`src/source/pktgen_pkg.sv`:
```
// Shared register map, length limits, lane seeds and bus structs
// Seeds exist for 4 lanes only and the payload needs at least 3 of them
package pktgen_pkg;

   // --------------------------------------------------
   // Register map
   // --------------------------------------------------
   localparam logic [7:0] ADDR_MACDA0    = 8'd0;   // Destination MAC [31:0]
   localparam logic [7:0] ADDR_MACDA1    = 8'd1;   // Destination MAC [47:32]
   localparam logic [7:0] ADDR_MACSA0    = 8'd2;   // Source MAC [31:0]
   localparam logic [7:0] ADDR_MACSA1    = 8'd3;   // Source MAC [47:32]
   localparam logic [7:0] ADDR_NUMPKTS   = 8'd4;
   localparam logic [7:0] ADDR_PKTLENGTH = 8'd5;
   localparam logic [7:0] ADDR_TXPKTCNT  = 8'd6;   // Read only
   localparam logic [7:0] ADDR_GEN_CTRL  = 8'd7;
   localparam logic [7:0] ADDR_GEN_STAT  = 8'd8;   // Read only

   localparam int CTRL_START = 0;   // Self-clearing
   localparam int CTRL_STOP  = 1;   // Cleared at end of packet
   localparam int CTRL_CONT  = 2;
   localparam int STAT_IDLE  = 0;

   // --------------------------------------------------
   // Frame length limits
   // --------------------------------------------------
   localparam logic [15:0] MIN_FRAME    = 16'd46;
   localparam logic [15:0] MAX_FRAME    = 16'd1500;
   localparam logic [15:0] HDR_OVERHEAD = 16'd6;

   // PRBS lanes and beat geometry
   localparam int LANE_WIDTH = 23;
   localparam logic [3:0][22:0] LANE_SEEDS = {23'h35eed3, 23'h25eed2,
                                              23'h15eed1, 23'h05eed0};
   localparam int BEAT_BYTES = 8;
   localparam int BEAT_WIDTH = 64;

   typedef struct packed {
      logic [47:0] dst_mac;
      logic [47:0] src_mac;
      logic [31:0] num_pkts;
      logic [13:0] pkt_length;   // Programmed frame length in bytes
      logic        continuous;
      logic [2:0]  rsvd;
   } gen_cfg_t;

   typedef enum logic [1:0] {hdr_mac, hdr_len_seq, payload} beat_kind_t;

   typedef struct packed {
      logic        valid;
      beat_kind_t  kind;
      logic        sop;
      logic        eop;
      logic [2:0]  empty;
      logic [47:0] dst_mac;
      logic [15:0] src_mac_hi;
      logic [31:0] src_mac_lo;   // Second header beat only
      logic [31:0] len_seq;      // Length field high, sequence number low
   } frame_ctl_t;

   typedef struct packed {
      logic [63:0] data;
      logic        valid;
      logic        sop;
      logic        eop;
      logic [2:0]  empty;
   } tx_beat_t;

endpackage
```
`src/source/pktgen_top.sv`:
```
// Ethernet test-frame generator without CRC
// NUM_LANES must be 3 or 4
module pktgen_top
   import pktgen_pkg::*;
#(
   parameter int NUM_LANES = 4
) (
   input  logic        clk,
   input  logic        reset,
   input  logic [7:0]  address,
   input  logic        write,
   input  logic        read,
   input  logic [31:0] writedata,
   output logic        waitrequest,
   output logic [31:0] readdata,
   input  logic        tx_ready,
   output tx_beat_t    tx
);

   gen_cfg_t                        cfg;
   frame_ctl_t                      ctl;
   logic                            start;
   logic                            stop;
   logic                            stop_done;
   logic                            idle;
   logic [31:0]                     tx_pkt_count;
   logic                            lane_load;
   logic                            lane_step;
   logic                            take;
   logic [NUM_LANES*LANE_WIDTH-1:0] lane_bits;

   pktgen_csr csr_inst (
      .clk, .reset, .address, .write, .read, .writedata,
      .waitrequest, .readdata,
      .idle, .tx_pkt_count, .stop_done,
      .cfg, .start, .stop
   );

   pktgen_sequencer seq_inst (
      .clk, .reset, .cfg, .start, .stop, .take,
      .ctl, .lane_load, .lane_step, .stop_done, .idle, .tx_pkt_count
   );

   // --------------------------------------------------
   // PRBS lanes, lane 0 in the LSBs
   // --------------------------------------------------
   for (genvar i = 0; i < NUM_LANES; i++) begin : g_lane
      prbs23_lane #(.SEED(LANE_SEEDS[i])) lane_inst (
         .clk, .reset,
         .load (lane_load),
         .step (lane_step),
         .bits (lane_bits[i*LANE_WIDTH +: LANE_WIDTH])
      );
   end

   beat_assembler #(.NUM_LANES(NUM_LANES)) asm_inst (
      .clk, .reset, .ctl, .lane_bits, .tx_ready, .take, .tx
   );

endmodule

```
`src/source/beat_assembler.sv`:
```
// Output stage. One beat register with ready/valid on the streaming side
// Needs NUM_LANES * 23 >= 64 so the payload word is fully covered
module beat_assembler
   import pktgen_pkg::*;
#(
   parameter int NUM_LANES = 4
) (
   input  logic                              clk,
   input  logic                              reset,
   input  frame_ctl_t                        ctl,
   input  logic [NUM_LANES*LANE_WIDTH-1:0]   lane_bits,
   input  logic                              tx_ready,
   output logic                              take,
   output tx_beat_t                          tx
);

   logic [BEAT_WIDTH-1:0] beat_data;
   logic [BEAT_WIDTH-1:0] data_q;
   logic [2:0]            empty_q;
   logic                  valid_q;
   logic                  sop_q;
   logic                  eop_q;
   logic                  load;

   // --------------------------------------------------
   // Data select by beat kind
   // --------------------------------------------------
   always_comb begin
      case (ctl.kind)
         hdr_mac:     beat_data = {ctl.dst_mac, ctl.src_mac_hi};
         hdr_len_seq: beat_data = {ctl.src_mac_lo, ctl.len_seq};
         default:     beat_data = lane_bits[BEAT_WIDTH-1:0];   // Lane 0 in the LSBs
      endcase
   end

   // Slot is free or its beat leaves this cycle
   assign take = ~valid_q | tx_ready;
   assign load = ctl.valid & take;

   // Flags under reset
   always_ff @(posedge clk or posedge reset) begin
      if (reset) begin
         valid_q <= 1'b0;
         sop_q   <= 1'b0;
         eop_q   <= 1'b0;
      end else if (take) begin
         valid_q <= ctl.valid;               // Drops when nothing follows
         sop_q   <= ctl.valid & ctl.sop;
         eop_q   <= ctl.valid & ctl.eop;
      end
   end

   // Payload held while stalled
   always_ff @(posedge clk) begin
      if (load) begin
         data_q  <= beat_data;
         empty_q <= ctl.empty;
      end
   end

   assign tx.data  = data_q;
   assign tx.valid = valid_q;
   assign tx.sop   = sop_q;
   assign tx.eop   = eop_q;
   assign tx.empty = empty_q;

endmodule

```
`src/source/pktgen_sequencer.sv`:
```
// Framing FSM. Two header beats then ceil(L/8) payload beats per packet
// Length is latched at each packet start so a register write mid-packet waits
module pktgen_sequencer
   import pktgen_pkg::*;
(
   input  logic        clk,
   input  logic        reset,
   input  gen_cfg_t    cfg,
   input  logic        start,
   input  logic        stop,
   input  logic        take,
   output frame_ctl_t  ctl,
   output logic        lane_load,
   output logic        lane_step,
   output logic        stop_done,
   output logic        idle,
   output logic [31:0] tx_pkt_count
);

   typedef enum logic [2:0] {
      st_idle,
      st_mac,       // Destination MAC and upper source MAC
      st_len_seq,   // Lower source MAC, length and sequence number
      st_payload,
      st_eop        // Run-end decision
   } state_t;

   state_t      state;
   logic [15:0] len_clamp;
   logic [15:0] len_q;      // Clamped payload length of this packet
   logic [15:0] rem_q;      // Payload bytes still to send
   logic [15:0] seq_q;
   logic [31:0] pkt_cnt;
   logic        xfer;
   logic        last_beat;
   logic        run_done;

   // --------------------------------------------------
   // Payload length clamp
   // --------------------------------------------------
   always_comb begin
      if ({2'b00, cfg.pkt_length} < MIN_FRAME)
         len_clamp = MIN_FRAME - HDR_OVERHEAD;        // 40 bytes
      else if ({2'b00, cfg.pkt_length} > MAX_FRAME)
         len_clamp = MAX_FRAME - HDR_OVERHEAD;        // 1494 bytes
      else
         len_clamp = {2'b00, cfg.pkt_length} - HDR_OVERHEAD;
   end

   assign xfer      = ctl.valid & take;                    // Beat moves to assembler
   assign last_beat = (rem_q <= 16'(BEAT_BYTES));
   assign run_done  = stop | (~cfg.continuous & (pkt_cnt >= cfg.num_pkts));

   // --------------------------------------------------
   // State and counters
   // --------------------------------------------------
   always_ff @(posedge clk or posedge reset) begin
      if (reset) begin
         state   <= st_idle;
         len_q   <= '0;
         rem_q   <= '0;
         seq_q   <= '0;
         pkt_cnt <= '0;
      end else begin
         case (state)
            st_idle: begin
               if (start) begin
                  state <= st_mac;
                  len_q <= len_clamp;
                  rem_q <= len_clamp;
                  seq_q <= '0;
               end
            end
            st_mac:
               if (xfer) state <= st_len_seq;
            st_len_seq: begin
               if (xfer) begin
                  state   <= st_payload;
                  pkt_cnt <= pkt_cnt + 32'd1;   // Counted on the length/sequence beat
               end
            end
            st_payload: begin
               if (xfer) begin
                  rem_q <= rem_q - 16'(BEAT_BYTES);
                  if (last_beat)
                     state <= st_eop;
               end
            end
            st_eop: begin
               if (run_done) begin
                  state <= st_idle;
               end else begin
                  state <= st_mac;
                  len_q <= len_clamp;
                  rem_q <= len_clamp;
                  seq_q <= seq_q + 16'd1;
               end
            end
            default: state <= st_idle;
         endcase
         if (start)
            pkt_cnt <= '0;
      end
   end

   // --------------------------------------------------
   // Beat request
   // --------------------------------------------------
   always_comb begin
      ctl            = '0;
      ctl.valid      = (state == st_mac) | (state == st_len_seq) | (state == st_payload);
      ctl.kind       = payload;
      if (state == st_mac)
         ctl.kind = hdr_mac;
      else if (state == st_len_seq)
         ctl.kind = hdr_len_seq;
      ctl.sop        = (state == st_mac);
      ctl.eop        = (state == st_payload) & last_beat;
      // (8 - L mod 8) mod 8 on the last beat
      ctl.empty      = ctl.eop ? 3'd0 - rem_q[2:0] : 3'd0;
      ctl.dst_mac    = cfg.dst_mac;
      ctl.src_mac_hi = cfg.src_mac[47:32];
      ctl.src_mac_lo = cfg.src_mac[31:0];
      ctl.len_seq    = {len_q + HDR_OVERHEAD, seq_q};
   end

   // Lanes step on the second header beat and on every payload beat
   assign lane_step    = xfer & ((state == st_len_seq) | (state == st_payload));
   assign lane_load    = (state == st_idle);   // Sequence runs on across packets
   assign stop_done    = (state == st_eop);
   assign idle         = (state == st_idle);
   assign tx_pkt_count = pkt_cnt;

endmodule

```
`src/source/pktgen_csr.sv`:
```
// Register bank with a wait-request strobe on the first cycle of each access
// Master must drop read or write after completion, a held strobe repeats the access
module pktgen_csr
   import pktgen_pkg::*;
(
   input  logic        clk,
   input  logic        reset,
   input  logic [7:0]  address,
   input  logic        write,
   input  logic        read,
   input  logic [31:0] writedata,
   output logic        waitrequest,
   output logic [31:0] readdata,
   input  logic        idle,
   input  logic [31:0] tx_pkt_count,
   input  logic        stop_done,
   output gen_cfg_t    cfg,
   output logic        start,
   output logic        stop
);

   logic [47:0] dst_mac;
   logic [47:0] src_mac;
   logic [31:0] num_pkts;
   logic [13:0] pkt_length;
   logic        continuous;
   logic        start_q;      // One-cycle start pulse
   logic        stop_q;       // Held until the sequencer ends the packet
   logic        wr_d;
   logic        rd_d;
   logic        wr_en;

   // --------------------------------------------------
   // Wait request on the rising edge of read or write
   // --------------------------------------------------
   always_ff @(posedge clk or posedge reset) begin
      if (reset) begin
         wr_d <= 1'b0;
         rd_d <= 1'b0;
      end else begin
         wr_d <= write;
         rd_d <= read;
      end
   end

   assign waitrequest = (write & ~wr_d) | (read & ~rd_d);
   assign wr_en       = write & ~waitrequest;   // Write lands in the second cycle

   // --------------------------------------------------
   // Register writes
   // --------------------------------------------------
   always_ff @(posedge clk or posedge reset) begin
      if (reset) begin
         dst_mac    <= '0;
         src_mac    <= '0;
         num_pkts   <= '0;
         pkt_length <= '0;
         continuous <= 1'b0;
         start_q    <= 1'b0;
         stop_q     <= 1'b0;
      end else begin
         start_q <= 1'b0;
         if (stop_done)
            stop_q <= 1'b0;   // Packet finished
         if (wr_en) begin
            case (address)
               ADDR_MACDA0:    dst_mac[31:0]  <= writedata;
               ADDR_MACDA1:    dst_mac[47:32] <= writedata[15:0];
               ADDR_MACSA0:    src_mac[31:0]  <= writedata;
               ADDR_MACSA1:    src_mac[47:32] <= writedata[15:0];
               ADDR_NUMPKTS:   num_pkts       <= writedata;
               ADDR_PKTLENGTH: pkt_length     <= writedata[13:0];
               ADDR_GEN_CTRL: begin
                  start_q    <= writedata[CTRL_START];
                  stop_q     <= writedata[CTRL_STOP];   // Write wins over stop_done
                  continuous <= writedata[CTRL_CONT];
               end
               default: ;   // Read-only or unmapped
            endcase
         end
      end
   end

   // Read-back with unused bits as zero
   always_ff @(posedge clk) begin
      if (read) begin
         case (address)
            ADDR_MACDA0:    readdata <= dst_mac[31:0];
            ADDR_MACDA1:    readdata <= {16'd0, dst_mac[47:32]};
            ADDR_MACSA0:    readdata <= src_mac[31:0];
            ADDR_MACSA1:    readdata <= {16'd0, src_mac[47:32]};
            ADDR_NUMPKTS:   readdata <= num_pkts;
            ADDR_PKTLENGTH: readdata <= {18'd0, pkt_length};
            ADDR_TXPKTCNT:  readdata <= tx_pkt_count;
            ADDR_GEN_CTRL:  readdata <= {29'd0, continuous, stop_q, start_q};
            ADDR_GEN_STAT:  readdata <= 32'(idle) << STAT_IDLE;
            default:        readdata <= 32'd0;
         endcase
      end
   end

   // Settings to the sequencer
   assign cfg.dst_mac    = dst_mac;
   assign cfg.src_mac    = src_mac;
   assign cfg.num_pkts   = num_pkts;
   assign cfg.pkt_length = pkt_length;
   assign cfg.continuous = continuous;
   assign cfg.rsvd       = '0;

   assign start = start_q;
   assign stop  = stop_q;

endmodule

```
`src/source/prbs23_lane.sv`:
```
// PRBS-23 lane, x^23 + x^18 + 1, advancing 23 bit-steps per step pulse
// Load has priority over step
module prbs23_lane #(
   parameter logic [22:0] SEED = 23'h05eed0
) (
   input  logic        clk,
   input  logic        reset,
   input  logic        load,
   input  logic        step,
   output logic [22:0] bits
);

   localparam int WIDTH = 23;

   logic [WIDTH-1:0] lfsr_q;
   logic [WIDTH-1:0] lfsr_nxt;

   // --------------------------------------------------
   // 23 shift iterations unrolled into one word step
   // --------------------------------------------------
   always_comb begin
      lfsr_nxt = lfsr_q;
      for (int i = 0; i < WIDTH; i++) begin
         // Shift right, feedback enters at the top
         lfsr_nxt = {lfsr_nxt[18] ^ lfsr_nxt[0], lfsr_nxt[WIDTH-1:1]};
      end
   end

   always_ff @(posedge clk or posedge reset) begin
      if (reset) begin
         lfsr_q <= '0;
      end else if (load) begin
         lfsr_q <= SEED;       // Reloaded while the generator is idle
      end else if (step) begin
         lfsr_q <= lfsr_nxt;
      end
   end

   assign bits = lfsr_q;   // LSB is the first bit of the sequence

endmodule

```
`config.mk`:
```
export PLATFORM = sky130hd
export DESIGN_NAME = pktgen_top
export DESIGN_NICKNAME = d
export VERILOG_FILES = /design/src/source/pktgen_pkg.sv /design/src/source/pktgen_top.sv /design/src/source/beat_assembler.sv /design/src/source/pktgen_sequencer.sv /design/src/source/pktgen_csr.sv /design/src/source/prbs23_lane.sv
export SDC_FILE = /design/constraint.sdc
export NUM_CORES = 1
export LEC_CHECK = 0
export ABC_AREA = 1
export CAP_MARGIN = 25
export CORE_AREA = 2 2 309 311
export CTS_CLUSTER_SIZE = 28
export DETAILED_ROUTE_END_ITERATION = 8
export DIE_AREA = 0 0 311 313
export DONT_BUFFER_PORTS = 1
export SLEW_MARGIN = 20
export SYNTH_ARGS = -nofsm -noshare
export SYNTH_HDL_FRONTEND = slang
export SYNTH_HIERARCHICAL = 1
export SYNTH_SLANG_ARGS = --single-unit
```
`constraint.sdc`:
```
create_clock -name clk -period 5.2 [get_ports clk]
set_clock_uncertainty 0.1 [all_clocks]
set_input_delay 1.56 -clock clk [delete_from_list [all_inputs] [get_ports clk]]
set_output_delay 1.56 -clock clk [all_outputs]
set_load 0.005 [all_outputs]
```
==> results.txt, run 1 <==
----------------------------------------------------
[STA]
  Worst hold slack after final layout ... 0.377 ns
  Max Clk Rate ... 286 MHz
  Min Tclk post-route ... around 3.5 ns
  Total count of hold-check failures in the final report ... 0
  Final setup TNS ... 0 ns
  Final Worst Setup Slack ... 1.70 ns
  Worst-Margin Slew ... 0.805 ns
  RSZ-0062 raised after global routing ... false
  Final cycle utilization of the critical path ... 0.674
  Final slew viol count ... 0
  Final number of setup-violating endpoints ... 0
  Remaining max-slew budget at the tightest pin ... 0.463

[Clock network]
  Root Buffer ... clkbuf_16
  Latest clock arrival within the worst-skew pair ... ~0.61 ns
  Post-CTS Setup Inserts ... 0
  Number of hold-repair buffers added at the cts stage ... 0
  Resized cells post-CTS ... 0
  Maximum level of the CTS H-tree ... 2
  Clk slew on worst S/H paths ... about 0.060 ns
  Clock Sinks ... 400
  CTS tree ... yes
  Clk buf depth ... 3
  Total CTS buffers ... 46

[Floorplanning]
  Die ar. ... 97300 um^2
  Die X ... just over 300 um
  Area of the placeable core ... about 94000 um^2
  Count of boundary I/O pins ... 148
  Number of standard-cell rows in the floorplan ... roughly 110
  Starting Density ... 0.234
  Y dimension of the die ... about 310 um

[Worst setup path]
  Required time at the endpoint of the critical path ... roughly 3.5 ns
  Biggest fanout along the worst timing path ... 34
  Critical path buffer and inverter count ... 1
  Worst Path Class, Setup ... in2out
  Worst Setup Start Kind ... input pin
  Critical Path End Type ... primary output
  Library cell contributing the largest single delay on the critical path ... o22ai_1
  Max stage delay on crit path ... 0.18 ns
  Worst path top cell family by delay ... compound AO/OA/AOI/OAI gates
  Critical path data arrival time ... 1.84 ns
  Cell-by-cell listing of the critical path ... inv_1, o22ai_1

[Routing]
  Antenna viol nets, final ... 0
  Post-route DRC ... 0
  Via density ... 4.62
  DRC marker count from the first detailed-route iteration ... 1874
  Detailed-route wire length ... about 73000 um
  Average wire length per cell after detail routing ... 18.7 um
  Detailed-route via count ... roughly 18000
  Initial DRT Pass Iterations ... 5

[Power]
  Static power due to leakage ... 10.9 nW
  Clock share of power ... 0.296
  Combinational share of power ... 0.317
  Net switching fraction of the power ... 0.401
  Maximum resistive drop on vdd ... roughly 0.00023 V
  Total power ... 11.7 mW
  Switching power total ... between 4 and 5 mW
  Power per Cell Area ... about 490 nW/um^2
  Internal power component ... 7.04 mW
  Flop pwr share ... 0.387

[Global routing]
  GRT Total Usage ... 0.146
  Final global-route overflow total ... 0
  Number of antenna violations at the first check in global routing ... 4
  Via count of the first global-routing pass ... approximately 17000
  First-pass GRT wire length ... 108000 um
  Maximum number of pins on one net before global-route repair ... 65

[Place]
  Total placed cells including tap cells ... 3814
  I/O Buffers ... 0
  Post-placement worst setup slack ... 1.35 ns
  Placed Instance Area ... 22500 um^2
  Final RePlAce weighted congestion ... 0.903
  Detailed placement HPWL ... 54500 um

[Final layout]
  Non-filler instance count after layout ... 3905
  Area grow syn2layout ... 9.65%
  Fraction of final layout cells with drive strength greater than 1 ... 0.100
  Final-layout fill cell count ... 10237
  Cell area after layout ... 24200 um^2
  Util after Layout ... 0.257
  Number of nets at the end of the flow ... about 2700

[Synth]
  Synthesis Warnings ... 6
  Mapped Avg Cell Area ... 8.12 um^2
  Synthesized netlist cell count ... 2717
  Syn Std Cell Area ... 22100 um^2
  Syn_nets ... 2801

[Status]
  Status ... finished, final reports clean

[Job]
  Max Cap Violations ... 0

[Min path]
  Hold Crit Class ... reg2reg

----------------------------------------------------
[cell usage in the layout (no fill, tap or decap), drive strengths merged, types with 11 or more instances in the layout]
cell	n
ha	39
o21ai	197
buf	31
nor2	180
clkbuf	60
a21oi	69
nand3	338
dfrtp	301
nand4	41
edfxtp	99
o211ai	11
nor3	32
clkinv	13
o22ai	15
inv	283
nand2	828
xor2	34
[power groups by stage]
stage	logic (mW)	registers, mW	clock network (mW)
floorplan	2.85	4.41	0
global placement	3.68	4.61	0
detailed placement	3.73	4.61	0
CTS	3.74	4.56	3.55
global route	4.13	4.61	3.69
finish	3.73	4.54	3.48
[layout make-up]
type	instances	area [um^2]	share of cell area
clock inverters	26	307	0.0127
well taps	1265	1580	0.0654
flip-flops and latches	400	10500	0.434
repair buffers	31	298	0.0123
inverters	281	1070	0.0440
diodes	2	5.00	0.000207
clock buffers	60	1310	0.0540
multi-input cells	1840	9130	0.377
[state kept, by name (all words and copies together), names as in the netlist, 16 cells and up]
signal and count:
seq_inst/rem_q 16, g_lane.lane_inst/bits 69, seq_inst/seq_q 16, csr_inst/dst_mac 48, seq_inst/tx_pkt_count 32, csr_inst/readdata 32, csr_inst/src_mac 48, asm_inst/data_q 64
csr_inst/num_pkts 32
[final timing paths]
kind / start / endpoint / slack (ns) / cells past startpoint
min in group asynchronous: reset / asm_inst/eop_q$_DFFE_PP0P_ / 0.62 / 1
max reg2reg: csr_inst/start$_DFF_PP0_ / seq_inst/seq_q[9]$_DFFE_PP0P_ / 1.83 / 9
max in group asynchronous: reset / seq_inst/len_q[9]$_DFFE_PP0P_ / 3.03 / 2
min reg2reg: seq_inst/rem_q[1]$_DFFE_PP0P_ / seq_inst/rem_q[1]$_DFFE_PP0P_ / 0.38 / 2
min: seq_inst/rem_q[1]$_DFFE_PP0P_ / seq_inst/rem_q[1]$_DFFE_PP0P_ / 0.38 / 2
max: read / waitrequest / 1.70 / 2
[per-layer routing]
metal	track usage	routed length [um]
met5	0	21
met4	0.0415	1870
met3	0.0331	5750
met2	0.233	33800
met1	0.198	31700
No activity file was read; power rests on OpenSTA's default activity.
==> run 2, diff against run 1 <==
--- a/config.mk
+++ b/config.mk
@@ -5,12 +5,12 @@
 export SDC_FILE = /design/constraint.sdc
 export NUM_CORES = 1
 export LEC_CHECK = 0
-export ABC_AREA = 1
+export ABC_AREA = 0
 export CAP_MARGIN = 25
-export CORE_AREA = 2 2 309 311
+export CORE_AREA = 2 2 303 305
 export CTS_CLUSTER_SIZE = 28
 export DETAILED_ROUTE_END_ITERATION = 8
-export DIE_AREA = 0 0 311 313
+export DIE_AREA = 0 0 305 307
 export DONT_BUFFER_PORTS = 1
 export SLEW_MARGIN = 20
 export SYNTH_ARGS = -nofsm -noshare
==> constraint.sdc (replaced) <==
create_clock -name clk -period 3.6 [get_ports clk]
set_clock_uncertainty 0.1 [all_clocks]
set_input_delay 1.08 -clock clk [delete_from_list [all_inputs] [get_ports clk]]
set_output_delay 1.08 -clock clk [all_outputs]
set_load 0.005 [all_outputs]
==> run 2 against run 1 <==
Global-route usage decreased by 1.2 points; worst setup slack got worse by 1.2 ns; synthesized area decreased by 3.7%; flip-flop and latch count unchanged; cell count decreased by 21%; first-iteration DRC count decreased by 27%; final area decreased by 2.7%; clock power increased by 36%; synthesized cell count decreased by 29%.
==> results.txt, run 2 <==
----------------------------------------------------
[Place]
  I/O Buffers ... 0 (unchanged)
  Final RePlAce weighted congestion ... 0.861 (was 0.903)
  Detailed placement HPWL ... 47400 um (was 54500 um)
  Placed Instance Area ... 22000 um^2 (was 22500 um^2)
  Post-placement worst setup slack ... 0.273 ns (was 1.35 ns)

[Status]
  Status ... finished, final reports clean (unchanged)

[Routing]
  Antenna viol nets, final ... 0 (unchanged)
  Average wire length per cell after detail routing ... 20.8 um (was 18.7 um)
  Detailed-route via count ... 14332 (was 18047)
  Detailed-route wire length ... 63800 um (was 73100 um)
  Initial DRT Pass Iterations ... 6 (was 5)
  Post-route DRC ... 0 (unchanged)
  Via density ... 4.67 (was 4.62)
  DRC marker count from the first detailed-route iteration ... 1367 (was 1874)

[Global routing]
  GRT Total Usage ... 0.134 (was 0.146)
  Final global-route overflow total ... 0 (unchanged)
  Via count of the first global-routing pass ... 14070 (was 16570)
  Maximum number of pins on one net before global-route repair ... 117 (was 65)
  First-pass GRT wire length ... 93800 um (was 108000 um)
  Number of antenna violations at the first check in global routing ... 8 (was 4)

[STA]
  Min Tclk post-route ... 3.14 ns
  Remaining max-slew budget at the tightest pin ... 0.335 (was 0.463)
  Final cycle utilization of the critical path ... 0.873
  Final number of setup-violating endpoints ... 0 (unchanged)
  RSZ-0062 raised after global routing ... false (unchanged)
  Total count of hold-check failures in the final report ... 0 (unchanged)
  Final setup TNS ... 0 ns (unchanged)
  Final slew viol count ... 0 (unchanged)
  Final Worst Setup Slack ... 0.456 ns (was 1.70 ns)
  Max Clk Rate ... 318 MHz
  Worst-Margin Slew ... 0.996 ns (was 0.805 ns)

[Synth]
  Syn_nets ... 2021 (was 2801)
  Synthesis Warnings ... 6 (unchanged)
  Syn Std Cell Area ... 21300 um^2 (was 22100 um^2)
  Synthesized netlist cell count ... 1937 (was 2717)
  Mapped Avg Cell Area ... 11.0 um^2 (was 8.12 um^2)

[Min path]
  Hold Crit Class ... in2async (was reg2reg)

[Power]
  Maximum resistive drop on vdd ... 0.000366 V (was 0.000229 V)
  Power per Cell Area ... 715 nW/um^2 (was 485 nW/um^2)
  Static power due to leakage ... 10.1 nW (was 10.9 nW)

[Clock network]
  Post-CTS Setup Inserts ... 0 (unchanged)
  CTS tree ... yes (unchanged)
  Maximum level of the CTS H-tree ... 2 (unchanged)
  Latest clock arrival within the worst-skew pair ... 0.60 ns (was 0.61 ns)
  Clk slew on worst S/H paths ... 0.06 ns (about the same)
  Total CTS buffers ... 42 (was 46)
  Clk buf depth ... 3 (unchanged)
  Clock Sinks ... 400 (unchanged)
  Root Buffer ... clkbuf_16 (unchanged)
  Resized cells post-CTS ... 0 (unchanged)
  Number of hold-repair buffers added at the cts stage ... 0 (unchanged)

[Floorplanning]
  Area of the placeable core ... 90700 um^2 (was 94200 um^2)
  Y dimension of the die ... 307 um (was 313 um)
  Number of standard-cell rows in the floorplan ... 111 (was 113)
  Starting Density ... 0.234 (about the same)
  Die ar. ... 93600 um^2 (was 97300 um^2)
  Count of boundary I/O pins ... 148 (unchanged)
  Die X ... 305 um (was 311 um)

[Final layout]
  Number of nets at the end of the flow ... 1927 (was 2684)
  Area grow syn2layout ... 10.8% (was 9.65%)
  Area of the multi-input gates ... 9240 um^2 (was 9130 um^2)
  FF+latch area ... 10500 um^2 (unchanged)
  Commonest non-fill, non-tap cell in the layout ... dfrtp_1 (was nand2_1)
  Cell area after layout ... 23600 um^2 (was 24200 um^2)
  Fraction of final layout cells with drive strength greater than 1 ... 0.165 (was 0.100)
  Max FFs per register ... 69 (unchanged)
  Commonest cells after routing, fill and taps aside ... dfrtp_1, nand2_1, mux2i_1 (was nand2_1, nand3_1, dfrtp_1)
  Final-layout fill cell count ... 9464 (was 10237)

[Worst setup path]
  Critical Path Start ... seq_inst/tx_pkt_count[0]$_DFFE_PP0P_ (was read)
  Biggest fanout along the worst timing path ... 14 (was 34)
  Critical path data arrival time ... 3.48 ns (was 1.84 ns)
  Flop2flop setup slack ... 0.46 ns (was 1.83 ns)
  Endpoint of the worst register-to-register path ... seq_inst/rem_q[2]$_DFFE_PP0P_ (was seq_inst/seq_q[9]$_DFFE_PP0P_)
  Worst r2r path cells ... 10 (was 9)
  Required time at the endpoint of the critical path ... 3.94 ns (was 3.54 ns)
  Critical Path End Type ... flip-flop (was primary output)
  Worst Setup Start Kind ... flip-flop (was input pin)
  RR Startpoint ... seq_inst/tx_pkt_count[0]$_DFFE_PP0P_ (was csr_inst/start$_DFF_PP0_)
  Worst Path Class, Setup ... reg2reg (was in2out)
  Critical path endpoint ... seq_inst/rem_q[2]$_DFFE_PP0P_ (was waitrequest)

[Job]
  Max Cap Violations ... 0 (unchanged)

----------------------------------------------------
run 2: changes by cell type in the layout (fill, tap and decap cells not counted), sizes merged, moves of 19 or more:
| cell | before | now |
|---|---|---|
| nand4 | 41 | 18 |
| xor2 | 34 | 69 |
| inv | 283 | 63 |
| mux2i | 0 | 136 |
| and3 | 3 | 26 |
| buf | 31 | 57 |
| nand2 | 828 | 163 |
| xnor2 | 9 | 38 |
| mux2 | 0 | 162 |
| nor2b | 0 | 19 |
| a21oi | 69 | 99 |
| o21ai | 197 | 151 |
| nor2 | 180 | 99 |
| nand3 | 338 | 32 |
run 2: stage by stage:
| stage | cells | hold slack, ns | total power, mW | util |
|---|---|---|---|---|
| final | 3067 | 0.180 | 16.8 | 0.260 |
| after global routing | 3063 | 0.164 | 17.9 | 0.260 |
| after CTS | 3059 | 0.150 | 17.0 | 0.259 |
| after detailed placement | 2981 | 0.365 | 12.1 | 0.242 |
| after global placement | 2981 | 0.364 | 12.0 | 0.242 |
| after floorplan | 1937 | 0.341 | 10.8 | - |
run 2: worst min-delay path by stage:
stage | startpoint | to | slack [ns]
6_report | reset | asm_inst/sop_q$_DFFE_PP0P_ | 0.18
5_1_grt | reset | asm_inst/sop_q$_DFFE_PP0P_ | 0.16
3_5_place_dp | seq_inst/rem_q[13]$_DFFE_PP0P_ | seq_inst/rem_q[13]$_DFFE_PP0P_ | 0.37
2_1_floorplan | seq_inst/rem_q[13]$_DFFE_PP0P_ | seq_inst/rem_q[13]$_DFFE_PP0P_ | 0.34
4_1_cts | reset | asm_inst/sop_q$_DFFE_PP0P_ | 0.15
3_3_place_gp | seq_inst/rem_q[13]$_DFFE_PP0P_ | seq_inst/rem_q[13]$_DFFE_PP0P_ | 0.36
run 2: worst max-delay path: stages (launching register included):
cell and delay (ns):
dfrtp_1 0.51, inv_1 0.08, ha_1 0.27, nand2b_1 0.14, a2111o_1 0.43, a32oi_1 0.24
a21oi_1 0.15, nor4_4 0.31, or2_1 0.40, buf_4 0.28, o21ai_0 0.09
run 2: layer usage:
metal,up-vias,share of wire,global-route usage
li1,6610,-,-
met1,7165,0.43,0.173
met2,449,0.44,0.208
met3,108,0.084,0.0412
met4,0,0.038,0.0533
met5,-,0,0
run 2: cell type report:
cell class              count  share of cell area
repair buffers             57              0.0244
clock inverters            29              0.0157
clock buffers              49              0.0474
flip-flops and latches    400               0.446
multi-input cells        1276               0.392
inverters                  66              0.0107
well taps                1186              0.0630
diodes                      4            0.000425
run 2: report_power, final:
group / switching (mW) / internal, mW
combinational: 3.07 / 2.18
sequential: 0.961 / 5.87
clock: 1.98 / 2.76
==> run 3, diff against run 2 <==
--- a/config.mk
+++ b/config.mk
@@ -7,11 +7,14 @@
 export LEC_CHECK = 0
 export ABC_AREA = 0
 export CAP_MARGIN = 25
+export CELL_PAD_IN_SITES_DETAIL_PLACEMENT = 1
+export CELL_PAD_IN_SITES_GLOBAL_PLACEMENT = 1
 export CORE_AREA = 2 2 303 305
 export CTS_CLUSTER_SIZE = 28
 export DETAILED_ROUTE_END_ITERATION = 8
 export DIE_AREA = 0 0 305 307
 export DONT_BUFFER_PORTS = 1
+export PLACE_DENSITY_LB_ADDON = 0.1
 export SLEW_MARGIN = 20
 export SYNTH_ARGS = -nofsm -noshare
 export SYNTH_HDL_FRONTEND = slang
==> run 3 against run 2 <==
Worst setup slack better by 0.019 ns; combinational power rose by 6.8%; sequential share of layout area fell by 1.1 points; non-clock buffer count increased by 43; global-route usage is 3.2 points higher; via count is 0.95% higher; first-iteration DRC count decreased by 44%; cell count increased by 1.9%; maximum frequency is 0.61% higher; power increased by 4.8%; worst hold slack worse by 0.050 ns; register-to-register slack improved by 0.02 ns.
==> results.txt, run 3 (synthesized netlist as in run 2, its figures left out) <==
----------------------------------------------------
[Power]
  Power per Cell Area ... 731 nW/um^2 (was 715 nW/um^2)
  Flop pwr share ... 0.387 (was 0.406)
  Combinational share of power ... 0.319 (was 0.312)
  Net switching fraction of the power ... 0.364 (was 0.357)
  Maximum resistive drop on vdd ... 0.000384 V (was 0.000366 V)
  Internal power component ... 11.2 mW (was 10.8 mW)
  Clock share of power ... 0.295 (was 0.282)
  Static power due to leakage ... 10.4 nW (was 10.1 nW)
  Switching power total ... 6.42 mW (was 6.01 mW)

[Floorplanning]
  Y dimension of the die ... 307 um (unchanged)
  Starting Density ... 0.234 (unchanged)
  Area of the placeable core ... 90700 um^2 (unchanged)
  Die X ... 305 um (unchanged)
  Number of standard-cell rows in the floorplan ... 111 (unchanged)
  Count of boundary I/O pins ... 148 (unchanged)
  Die ar. ... 93600 um^2 (unchanged)

[Status]
  Status ... finished, final reports clean (unchanged)

[Worst setup path]
  Required time at the endpoint of the critical path ... 3.99 ns (was 3.94 ns)
  Biggest fanout along the worst timing path ... 14 (unchanged)
  Critical path data arrival time ... 3.51 ns (was 3.48 ns)
  Worst Path Class, Setup ... reg2reg (unchanged)
  Worst Setup Start Kind ... flip-flop (unchanged)
  Critical Path End Type ... flip-flop (unchanged)

[Clock network]
  Resized cells post-CTS ... 0 (unchanged)
  Post-CTS Setup Inserts ... 0 (unchanged)
  Maximum level of the CTS H-tree ... 2 (unchanged)
  Latest clock arrival within the worst-skew pair ... 0.61 ns (was 0.60 ns)
  Total CTS buffers ... 50 (was 42)
  Clk slew on worst S/H paths ... 0.06 ns (about the same)
  Root Buffer ... clkbuf_16 (unchanged)
  Number of hold-repair buffers added at the cts stage ... 0 (unchanged)
  Clock Sinks ... 400 (unchanged)
  Clk buf depth ... 3 (unchanged)
  CTS tree ... yes (unchanged)

[STA]
  Final Worst Setup Slack ... 0.475 ns (was 0.456 ns)
  Remaining max-slew budget at the tightest pin ... 0.440 (was 0.335)
  Min Tclk post-route ... 3.12 ns (was 3.14 ns)
  Max Clk Rate ... 320 MHz (was 318 MHz)
  Total count of hold-check failures in the final report ... 0 (unchanged)
  Final setup TNS ... 0 ns (unchanged)
  Worst-Margin Slew ... 0.837 ns (was 0.996 ns)
  Final cycle utilization of the critical path ... 0.868 (was 0.873)
  RSZ-0062 raised after global routing ... false (unchanged)
  Final number of setup-violating endpoints ... 0 (unchanged)
  Final slew viol count ... 0 (unchanged)

[Global routing]
  First-pass GRT wire length ... 113000 um (was 93800 um)
  Number of antenna violations at the first check in global routing ... 4 (was 8)
  Via count of the first global-routing pass ... 15222 (was 14070)
  Final global-route overflow total ... 0 (unchanged)
  GRT Total Usage ... 0.166 (was 0.134)
  Maximum number of pins on one net before global-route repair ... 84 (was 117)

[Job]
  Max Cap Violations ... 0 (unchanged)

[Routing]
  Initial DRT Pass Iterations ... 4 (was 6)
  Detailed-route via count ... 14468 (was 14332)
  Via density ... 4.63 (was 4.67)
  Post-route DRC ... 0 (unchanged)
  DRC marker count from the first detailed-route iteration ... 761 (was 1367)
  Detailed-route wire length ... 78100 um (was 63800 um)
  Antenna viol nets, final ... 0 (unchanged)
  Average wire length per cell after detail routing ... 25.0 um (was 20.8 um)

[Final layout]
  Final-layout fill cell count ... 10052 (was 9464)
  Max FFs per register ... 69 (unchanged)
  Commonest cells after routing, fill and taps aside ... dfrtp_1, nand2_1, mux2i_1 (unchanged)
  Fraction of final layout cells with drive strength greater than 1 ... 0.187 (was 0.165)
  Commonest non-fill, non-tap cell in the layout ... dfrtp_1 (unchanged)
  Area grow syn2layout ... 13.5% (was 10.8%)
  Number of nets at the end of the flow ... 1978 (was 1927)

[Min path]
  Hold Crit Class ... in2async (unchanged)

[Place]
  Detailed placement HPWL ... 59200 um (was 47400 um)
  I/O Buffers ... 0 (unchanged)
  Post-placement worst setup slack ... 0.208 ns (was 0.273 ns)
  Final RePlAce weighted congestion ... 0.819 (was 0.861)

----------------------------------------------------
## run 3: cell count changes in the layout (fill, tap and decap cells not counted), sizes merged
cell | previous run | this run
clkbuf | 49 | 67
bufinv | 7 | 5
clkinv | 21 | 19
clkinvlp | 4 | 5
buf | 57 | 100
## run 3: final cells by class
| type | count | area, um^2 | share of cell area |
|---|---|---|---|
| flip-flops and latches | 400 | 10500 | 0.435 |
| multi-input cells | 1276 | 9240 | 0.383 |
| well taps | 1186 | 1480 | 0.0615 |
| clock buffers | 67 | 1390 | 0.0575 |
| repair buffers | 100 | 973 | 0.0404 |
| clock inverters | 26 | 270 | 0.0112 |
| inverters | 66 | 253 | 0.0105 |
| diodes | 4 | 10.0 | 0.000415 |
## run 3: worst paths after layout
check | slack [ns] | to | from | cells past startpoint
max in group asynchronous | 2.38 | csr_inst/num_pkts[22]$_DFFE_PP0P_ | reset | 2
min in group clk | 0.38 | seq_inst/rem_q[13]$_DFFE_PP0P_ | seq_inst/rem_q[13]$_DFFE_PP0P_ | 1
worst min-delay path | 0.13 | asm_inst/eop_q$_DFFE_PP0P_ | reset | 1
worst min register to register | 0.38 | seq_inst/rem_q[13]$_DFFE_PP0P_ | seq_inst/rem_q[13]$_DFFE_PP0P_ | 1
worst max-delay path | 0.48 | seq_inst/len_q[7]$_DFFE_PP0P_ | seq_inst/tx_pkt_count[0]$_DFFE_PP0P_ | 10
worst max register to register | 0.48 | seq_inst/len_q[7]$_DFFE_PP0P_ | seq_inst/tx_pkt_count[0]$_DFFE_PP0P_ | 10
## run 3: per-stage QoR
stage,cell area (um^2),util,cells,hold slack (ns),power [mW]
2_1_floorplan,21300,-,1937,0.341,10.8
3_3_place_gp,22400,0.247,3025,0.362,12.5
3_5_place_dp,22500,0.248,3028,0.372,12.7
4_1_cts,24100,0.266,3121,0.0791,18.0
5_1_grt,24100,0.266,3121,0.102,18.8
6_report,24100,0.266,3125,0.130,17.6
## run 3: power groups by stage
| stage | sequential, mW | combinational [mW] | clock [mW] |
|---|---|---|---|
| floorplan | 6.58 | 4.19 | 0 |
| global placement | 6.90 | 5.61 | 0 |
| detailed placement | 6.93 | 5.74 | 0 |
| CTS | 6.85 | 5.77 | 5.39 |
| global route | 6.96 | 6.32 | 5.55 |
| finish | 6.82 | 5.62 | 5.20 |
## run 3: metal layers
layer | wire [um] | track usage | share of wire | vias up
met5 | 0 | 0 | 0 | -
met2 | 35200 | 0.260 | 0.45 | 257
met4 | 1860 | 0.0455 | 0.024 | 0
met3 | 3990 | 0.0374 | 0.051 | 83
met1 | 37000 | 0.229 | 0.47 | 7422
li1 | - | - | - | 6706
## run 3: critical path, cell delays in order, from the launching register on
cell and delay, ns:
dfrtp_1 0.47, inv_1 0.07, ha_1 0.26, nand2b_1 0.15, a2111o_1 0.43, a32oi_1 0.26, a21oi_1 0.15, nor4_4 0.41
or2_1 0.23, buf_12 0.16, mux2_2 0.33
